[src/rtl/frame_rd_pkg.sv]
////////////////////
// frame read arbiter shared sizes, region bases,
// region and beat types, sequencer states, port structs
////////////////////
`default_nettype none

package frame_rd_pkg;

    // ddr geometry
    localparam int ROW_W  = 15;
    localparam int BANK_W = 3;
    localparam int COL_W  = 10;
    localparam int ADDR_W = ROW_W + BANK_W + COL_W;
    localparam int DATA_W = 64;   // scaled down word

    localparam int BURST_LEN   = 4;
    localparam int QUAD_BURSTS = 3;   // bursts per quarter frame
    localparam int WIDE_BURSTS = 6;   // bursts per wide frame
    localparam int NUM_REGIONS = 5;
    localparam int PTR_W       = $clog2(WIDE_BURSTS * BURST_LEN);

    typedef logic [ADDR_W-1:0]            addr_t;
    typedef logic [2:0]                   region_t;
    typedef logic [$clog2(BURST_LEN)-1:0] beat_t;
    typedef logic [PTR_W-1:0]             ptr_t;

    localparam addr_t FRAME_OFFSET = addr_t'(1024);

    // two frame buffers per region
    localparam addr_t REGION_BASE [NUM_REGIONS] = '{
        addr_t'(0),
        addr_t'(2 * 1024),
        addr_t'(4 * 1024),
        addr_t'(6 * 1024),
        addr_t'(8 * 1024)
    };

    localparam region_t QUAD_LAST_REGION = 3'd3;
    localparam region_t WIDE_REGION      = 3'd4;

    // pointer value of the final burst in a frame
    localparam ptr_t PTR_STEP      = ptr_t'(BURST_LEN);
    localparam ptr_t QUAD_LAST_PTR = ptr_t'((QUAD_BURSTS - 1) * BURST_LEN);
    localparam ptr_t WIDE_LAST_PTR = ptr_t'((WIDE_BURSTS - 1) * BURST_LEN);

    typedef enum logic [1:0] {
        ST_SETUP,   // address register settles
        ST_ADDR,
        ST_DATA,
        ST_HOLD     // paused on buffer wait
    } seq_state_e;

    typedef struct packed {
        logic  valid;
        addr_t addr;
    } ar_req_t;

    typedef struct packed {
        logic              valid;
        logic              last;
        logic [DATA_W-1:0] data;
    } r_beat_t;

    typedef struct packed {
        logic              en;
        region_t           region;
        beat_t             beat;
        logic [DATA_W-1:0] data;
    } buf_wr_t;

endpackage

`default_nettype wire

[src/rtl/view_sequencer.sv]
////////////////////
// view_sequencer: region rotation and
// address/data FSM with buffer wait pause
////////////////////
`timescale 1ns/1ps
`default_nettype none

module view_sequencer (
    input  wire logic             clk,
    input  wire logic             rst,
    input  wire logic             wide_mode,
    input  wire logic             buf_wait,
    input  wire logic             ar_ready,
    input  wire logic             burst_done,
    output logic                  ar_valid,
    output logic                  addr_accept,
    output frame_rd_pkg::region_t cur_region
);
    import frame_rd_pkg::*;

    seq_state_e state_q;
    seq_state_e state_d;
    region_t    region_q;
    region_t    start_region;
    region_t    next_region;
    logic       first_q;      // still on the region chosen at reset
    logic       round_end;

    // first region follows the mode until the first clock after reset
    assign start_region = wide_mode ? WIDE_REGION : region_t'(0);
    assign cur_region   = first_q ? start_region : region_q;

    // a full round ends after region 3 or after every wide burst
    assign round_end = (region_q == QUAD_LAST_REGION) || (region_q == WIDE_REGION);

    always_comb begin
        if (wide_mode) begin
            next_region = WIDE_REGION;
        end else if (round_end) begin
            next_region = region_t'(0);   // back to the top-left quarter
        end else begin
            next_region = region_t'(region_q + 1'b1);
        end
    end

    always_comb begin
        state_d = state_q;
        case (state_q)
            ST_SETUP: begin
                state_d = ST_ADDR;
            end
            ST_ADDR: begin
                if (ar_ready) begin
                    state_d = ST_DATA;
                end
            end
            ST_DATA: begin
                if (burst_done) begin
                    state_d = (round_end && buf_wait) ? ST_HOLD : ST_SETUP;
                end
            end
            ST_HOLD: begin
                if (!buf_wait) begin
                    state_d = ST_SETUP;
                end
            end
            default: state_d = ST_SETUP;
        endcase
    end

    always_ff @(posedge clk or negedge rst) begin
        if (!rst) begin
            state_q  <= ST_SETUP;
            region_q <= '0;
            first_q  <= 1'b1;
        end else begin
            state_q <= state_d;
            if (first_q) begin
                region_q <= start_region;
                first_q  <= 1'b0;
            end else if ((state_q == ST_DATA) && burst_done) begin
                region_q <= next_region;   // mode sampled here only
            end
        end
    end

    assign ar_valid    = (state_q == ST_ADDR);
    assign addr_accept = ar_valid && ar_ready;

endmodule

`default_nettype wire

[src/rtl/region_addr_gen.sv]
////////////////////
// region_addr_gen: per region burst pointer,
// ping-pong frame bit and registered burst address
////////////////////
`timescale 1ns/1ps
`default_nettype none

module region_addr_gen (
    input  wire logic                   clk,
    input  wire logic                   rst,
    input  wire frame_rd_pkg::region_t  cur_region,
    input  wire logic                   addr_accept,
    output frame_rd_pkg::addr_t         ar_addr
);
    import frame_rd_pkg::*;

    ptr_t                   ptr_q [NUM_REGIONS];
    logic [NUM_REGIONS-1:0] frame_q;   // set means second buffer

    ptr_t  sel_ptr;
    ptr_t  last_ptr;
    logic  sel_frame;
    addr_t sel_base;
    addr_t frame_add;

    // pick the state of the region being served
    always_comb begin
        sel_ptr   = '0;
        sel_frame = 1'b0;
        sel_base  = '0;
        for (int i = 0; i < NUM_REGIONS; i++) begin
            if (cur_region == region_t'(i)) begin
                sel_ptr   = ptr_q[i];
                sel_frame = frame_q[i];
                sel_base  = REGION_BASE[i];
            end
        end
    end

    // wide region has a longer frame
    assign last_ptr  = (cur_region == WIDE_REGION) ? WIDE_LAST_PTR : QUAD_LAST_PTR;
    assign frame_add = sel_frame ? FRAME_OFFSET : '0;

    always_ff @(posedge clk or negedge rst) begin
        if (!rst) begin
            for (int i = 0; i < NUM_REGIONS; i++) begin
                ptr_q[i] <= '0;
            end
            frame_q <= '0;
        end else if (addr_accept) begin
            for (int i = 0; i < NUM_REGIONS; i++) begin
                if (cur_region == region_t'(i)) begin
                    if (sel_ptr == last_ptr) begin
                        ptr_q[i]   <= '0;            // frame done
                        frame_q[i] <= ~frame_q[i];   // swap buffers
                    end else begin
                        ptr_q[i] <= sel_ptr + PTR_STEP;
                    end
                end
            end
        end
    end

    // follows cur_region one cycle later, the setup cycle covers this
    always_ff @(posedge clk) begin
        ar_addr <= sel_base + frame_add + addr_t'(sel_ptr);
    end

endmodule

`default_nettype wire

[src/rtl/burst_to_buf.sv]
////////////////////
// burst_to_buf: returned beats to tagged
// buffer writes, end of burst flag
////////////////////
`timescale 1ns/1ps
`default_nettype none

module burst_to_buf (
    input  wire logic                   clk,
    input  wire logic                   rst,
    input  wire frame_rd_pkg::r_beat_t  r,
    input  wire frame_rd_pkg::region_t  cur_region,
    output frame_rd_pkg::buf_wr_t       buf_wr,
    output logic                        burst_done
);
    import frame_rd_pkg::*;

    beat_t             beat_q;      // position of the next beat
    logic              wr_en_q;
    region_t           wr_region_q;
    beat_t             wr_beat_q;
    logic [DATA_W-1:0] wr_data_q;

    always_ff @(posedge clk or negedge rst) begin
        if (!rst) begin
            beat_q     <= '0;
            wr_en_q    <= 1'b0;
            burst_done <= 1'b0;
        end else begin
            wr_en_q    <= r.valid;
            burst_done <= r.valid && r.last;   // lines up with last write
            if (r.valid) begin
                beat_q <= r.last ? beat_t'(0) : beat_t'(beat_q + 1'b1);
            end
        end
    end

    // payload only moves on a beat
    always_ff @(posedge clk) begin
        if (r.valid) begin
            wr_region_q <= cur_region;
            wr_beat_q   <= beat_q;
            wr_data_q   <= r.data;
        end
    end

    assign buf_wr = '{en: wr_en_q, region: wr_region_q, beat: wr_beat_q, data: wr_data_q};

endmodule

`default_nettype wire

[src/rtl/frame_rd_arbiter.sv]
////////////////////
// frame_rd_arbiter: top level, sequencer,
// address generator and buffer writer
////////////////////
`timescale 1ns/1ps
`default_nettype none

module frame_rd_arbiter (
    input  wire logic                   clk,
    input  wire logic                   rst,
    input  wire logic                   wide_mode,
    input  wire logic                   buf_wait,
    output frame_rd_pkg::ar_req_t       ar,
    input  wire logic                   ar_ready,
    input  wire frame_rd_pkg::r_beat_t  r,
    output frame_rd_pkg::buf_wr_t       buf_wr
);
    import frame_rd_pkg::*;

    logic    ar_valid;
    logic    addr_accept;
    logic    burst_done;
    region_t cur_region;
    addr_t   ar_addr;

    view_sequencer seq_i (
        .clk         (clk),
        .rst         (rst),
        .wide_mode   (wide_mode),
        .buf_wait    (buf_wait),
        .ar_ready    (ar_ready),
        .burst_done  (burst_done),
        .ar_valid    (ar_valid),
        .addr_accept (addr_accept),
        .cur_region  (cur_region)
    );

    region_addr_gen addr_i (
        .clk         (clk),
        .rst         (rst),
        .cur_region  (cur_region),
        .addr_accept (addr_accept),
        .ar_addr     (ar_addr)
    );

    burst_to_buf wr_i (
        .clk        (clk),
        .rst        (rst),
        .r          (r),
        .cur_region (cur_region),
        .buf_wr     (buf_wr),
        .burst_done (burst_done)
    );

    // id, len, size and burst type are tied outside
    assign ar = '{valid: ar_valid, addr: ar_addr};

endmodule

`default_nettype wire

[config.mk]
export PLATFORM = sky130hd
export DESIGN_NAME = frame_rd_arbiter
export DESIGN_NICKNAME = d
export VERILOG_FILES = /design/src/rtl/frame_rd_pkg.sv /design/src/rtl/view_sequencer.sv /design/src/rtl/region_addr_gen.sv /design/src/rtl/burst_to_buf.sv /design/src/rtl/frame_rd_arbiter.sv
export SDC_FILE = /design/constraint.sdc
export NUM_CORES = 1
export LEC_CHECK = 0
export BUFFER_PORTS_ARGS = -buffer_cell sky130_fd_sc_hd__buf_2
export CORE_MARGIN = 8
export CORE_UTILIZATION = 49
export DETAILED_ROUTE_END_ITERATION = 6
export PLACE_DENSITY = 0.9
export SLEW_MARGIN = 20
export SYNTH_ARGS = -nofsm -noshare
export SYNTH_HDL_FRONTEND = slang
export SYNTH_SLANG_ARGS = --single-unit
[constraint.sdc]
create_clock -name clk -period 2.9 [get_ports clk]
set_input_delay 0.58 -clock clk [delete_from_list [all_inputs] [get_ports clk]]
set_output_delay 0.58 -clock clk [all_outputs]
set_load 0.005 [all_outputs]
==> flow_summary.rst <==
.. list-table::
   :header-rows: 1

   * - Metric
     - Value
   * - Status
     - complete, no violations
   * - Standard-cell rows
     - 35
   * - Placer's final routability congestion estimate
     - slightly below 0.9
   * - Wire length of the first global-routing pass
     - ~18 mm
   * - Post-DP HPWL
     - between 8 and 9 mm
   * - Post-Syn Instances
     - between 300 and 400
   * - Clock share of power
     - a little over two fifths
   * - Cell types with the highest counts after synthesis
     - 69 x sky130_fd_sc_hd__edfxtp_1, 39 x sky130_fd_sc_hd__dfrtp_1, 24 x sky130_fd_sc_hd__nand2_1
   * - Crit path capture type
     - flop
   * - Worst IR drop on VDD
     - 564 µV
   * - Worst path setup slack after routing
     - ~0.41 ns
   * - CTS Buffer Depth
     - 2
   * - Total of flip-flops plus latches after synthesis
     - 118
   * - Comb power frac
     - between 10% and 20%
   * - Final cycle utilization of the critical path
     - a little under nine tenths
   * - Post-Place Setup Slack
     - roughly 0.47 ns
   * - Vias post-DR
     - between 2,000 and 3,000
   * - Area overhead of the layout relative to synthesis
     - 29.8%
   * - Post-synth top area cell
     - sky130_fd_sc_hd__edfxtp_1
   * - Maxcap violations
     - 0
   * - Global-route layer with the greatest usage
     - met2
   * - Die area
     - roughly 0.013 mm²
   * - Fraction of the yosys area taken by sequential cells
     - just over 70%
   * - DR vias/cell
     - around 5
   * - DRC
     - 0
   * - Fraction of met2 tracks used by global routing
     - roughly 32%
   * - Total power of the final layout
     - 4.74 mW
   * - Met1 Track Usage GR
     - ~20%
   * - Tightest Hold Check Type
     - in -> async
   * - Required time reported for the critical path endpoint
     - 3.34 ns
   * - Number of top-level pins
     - 170
   * - Number of iterations in the first detailed-routing pass
     - 4
   * - Root buffer cell
     - sky130_fd_sc_hd__clkbuf_8
   * - Post-synth top area share
     - between 40% and 50%
   * - Routing usage on met3
     - ~8.3%
   * - Overall die width
     - approximately 110 µm
   * - Share of post-route cells with drive strength above 1
     - a little over two fifths
   * - Switching Share
     - between 20% and 30%
   * - Number of antenna diodes
     - 0
   * - DRC violation total after the first TritonRoute iteration
     - 264
   * - Number of routed nets with antenna violations
     - 0
   * - Most used flip-flop cell after synthesis
     - sky130_fd_sc_hd__edfxtp_1
   * - Sequential power share
     - roughly 44%
   * - Number of flops mapped to enable cells by yosys
     - 69
   * - Post-cts hold buffer count
     - 0
   * - Total wire length after detailed routing
     - approximately 12 mm
   * - Path type of the worst setup path
     - reg -> reg
   * - Number of setup violations in the final report
     - 0
   * - Max Clock Skew
     - around 0.006 ns
   * - Post-route setup TNS
     - 0 ns
   * - Maximum level of the CTS H-tree
     - 4
   * - Cell with the most instances after synthesis
     - sky130_fd_sc_hd__edfxtp_1
   * - Achievable clock frequency
     - around 400 MHz
   * - Number of sinks handled by clock tree synthesis
     - between 100 and 150
   * - Total routing usage reported by global routing
     - roughly 19%
   * - Number of global-route vias before repair
     - ~3,100
   * - Most area-consuming cells after synthesis
     - sky130_fd_sc_hd__edfxtp_1 46%, sky130_fd_sc_hd__dfrtp_1 22%, sky130_fd_sc_hd__dfxtp_1 4.0%
   * - Setup fix buffers added after clock tree synthesis
     - 0
   * - P per Cell Area
     - about 810 mW/mm²
   * - Pin count of the biggest net entering global routing
     - 41
   * - Distinct cell type count after synthesis
     - 57
   * - Slew margin rel.
     - 40.0%
   * - Max-slew violations
     - 0
   * - CP max FO
     - 19
   * - Launching element type of the critical path
     - flop
   * - Async S/R FF share, synth
     - between 30 and 40%
   * - GRT Residual Overflow
     - 0
   * - Syn Area/Cell
     - around 15 µm²
   * - Net count reported at finish
     - about 540
   * - RSZ-0062 raised after global routing
     - no
   * - Clock latency at the later pin of the worst-skew pair
     - 0.51 ns
   * - Synthesized area
     - around 0.0045 mm²
   * - PortBufs
     - 150
   * - Average wire length per cell after detail routing
     - roughly 20 µm
   * - Final Critical Period
     - 2.49 ns
   * - Pleak
     - between 2 and 3 nW
   * - Final Hold Vio Count
     - 0
   * - Num CTS Buffers
     - 17
   * - CTS clk-pin slew, worst paths
     - approximately 0.06 ns
   * - Arrival @ worst endpoint
     - just under 3 ns
   * - Switching power
     - 1.20 mW
   * - Clock tree from TritonCTS
     - done
   * - Number of warnings printed during yosys synthesis
     - 0
   * - Transition time of the tightest slew-check pin
     - between 0.8 and 0.9 ns
   * - Initial core utilization
     - between 40% and 50%
   * - Count of instances resized after the clock tree is built
     - 0
   * - Die span in y
     - 112 µm
   * - Internal Power
     - approximately 3.5 mW
   * - Antenna violations before repair
     - 0
   * - Core footprint
     - 0.00911 mm²
[sequential cells by signal, summed over array words and instances (netlist names), 2 cells and up]
signal	count
wr_i.wr_data_q	64
addr_i.ptr_q	25
addr_i.ar_addr	9
addr_i.frame_q	5
seq_i.region_q	3
wr_i.wr_region_q	3
seq_i.state_q	2
wr_i.beat_q	2
wr_i.wr_beat_q	2
[final timing paths]
| check | end | slack, ns | cells past startpoint | start |
|---|---|---|---|---|
| min in group clk | wr_i.wr_data_q[2] | 0.24 | 1 | r[2] |
| max in group asynchronous | seq_i.region_q[0] | 2.15 | 1 | rst |
| worst max register to register | addr_i.ptr_q[9] | 0.41 | 9 | seq_i.region_q[0] |
| worst min register to register | addr_i.ptr_q[11] | 0.37 | 0 | addr_i.ptr_q[11] |
| worst min-delay path | addr_i.ptr_q[4] | 0.19 | 1 | rst |
| worst max-delay path | addr_i.ptr_q[9] | 0.41 | 9 | seq_i.region_q[0] |
[stage by stage]
step           hold WS, ns  instances  util, %  cell area, µm²
4_1_cts              0.206        585     64.6            5880
2_1_floorplan        0.284        328        -            4600
6_report             0.195        585     64.6            5880
3_5_place_dp         0.359        554     58.1            5290
3_3_place_gp         0.362        554     58.1            5290
5_1_grt              0.213        585     64.6            5880
[routing by layer]
metal | vias to the layer above | wire length (µm) | part of all wire (%)
met4 | 0 | 57 | 0.49
met1 | 1422 | 4490 | 39
met2 | 139 | 6000 | 52
met3 | 6 | 981 | 8.5
met5 | - | 0 | 0
li1 | 1369 | - | -
[critical path, cell delays in order, from the launching register on]
cell and delay (ns):
sky130_fd_sc_hd__dfrtp_1 0.75, sky130_fd_sc_hd__nor2_1 0.15, sky130_fd_sc_hd__a21boi_2 0.28, sky130_fd_sc_hd__inv_2 0.15
sky130_fd_sc_hd__a221oi_2 0.31, sky130_fd_sc_hd__a21o_1 0.15, sky130_fd_sc_hd__ha_1 0.16, sky130_fd_sc_hd__xor2_1 0.20
sky130_fd_sc_hd__o21ai_2 0.12, sky130_fd_sc_hd__o21ai_1 0.15
[kinds of logic after synthesis]
| logic type | Yosys count | synth area share [%] |
|---|---|---|
| other cells | 1 | 0.0827 |
| xor+xnor | 6 | 1.16 |
| compound gates | 46 | 8.28 |
| buf+inv | 51 | 6.29 |
| mux | 13 | 3.12 |
| simple gates | 71 | 8.45 |
| flops | 118 | 71.8 |
| fa+ha+maj | 3 | 0.828 |
[layout make-up]
type | instances | area [µm²]
clock buffer | 17 | 414
clock inverter | 14 | 176
fill | 669 | 3230
inverter | 13 | 48.8
multi-input combinational | 159 | 1060
sequential | 118 | 3250
tap | 111 | 139
timing repair buffer | 153 | 786
[cells in the final DEF (no fill, tap or decap), drive strengths merged, types with 4 or more instances in the layout]
cell      n
buf     153
edfxtp   69
dfrtp    39
nand2    24
conb     20
clkbuf   17
inv      16
o21ai    15
nor2     11
mux2      9
dfxtp     9
nor2b     9
nor3      7
xor2      6
clkinv    6
o31ai     5
mux2i     4
[power groups by stage]
stage | Clock, mW | Combinational [mW] | Sequential [mW]
after floorplan | 0 | 0.329 | 2.09
after global placement | 0 | 0.547 | 2.11
after global routing | 2.18 | 0.637 | 2.11
after CTS | 2.10 | 0.576 | 2.09
after detailed placement | 0 | 0.568 | 2.12
final | 2.07 | 0.572 | 2.09
No activity file was read; power rests on OpenSTA's default activity.
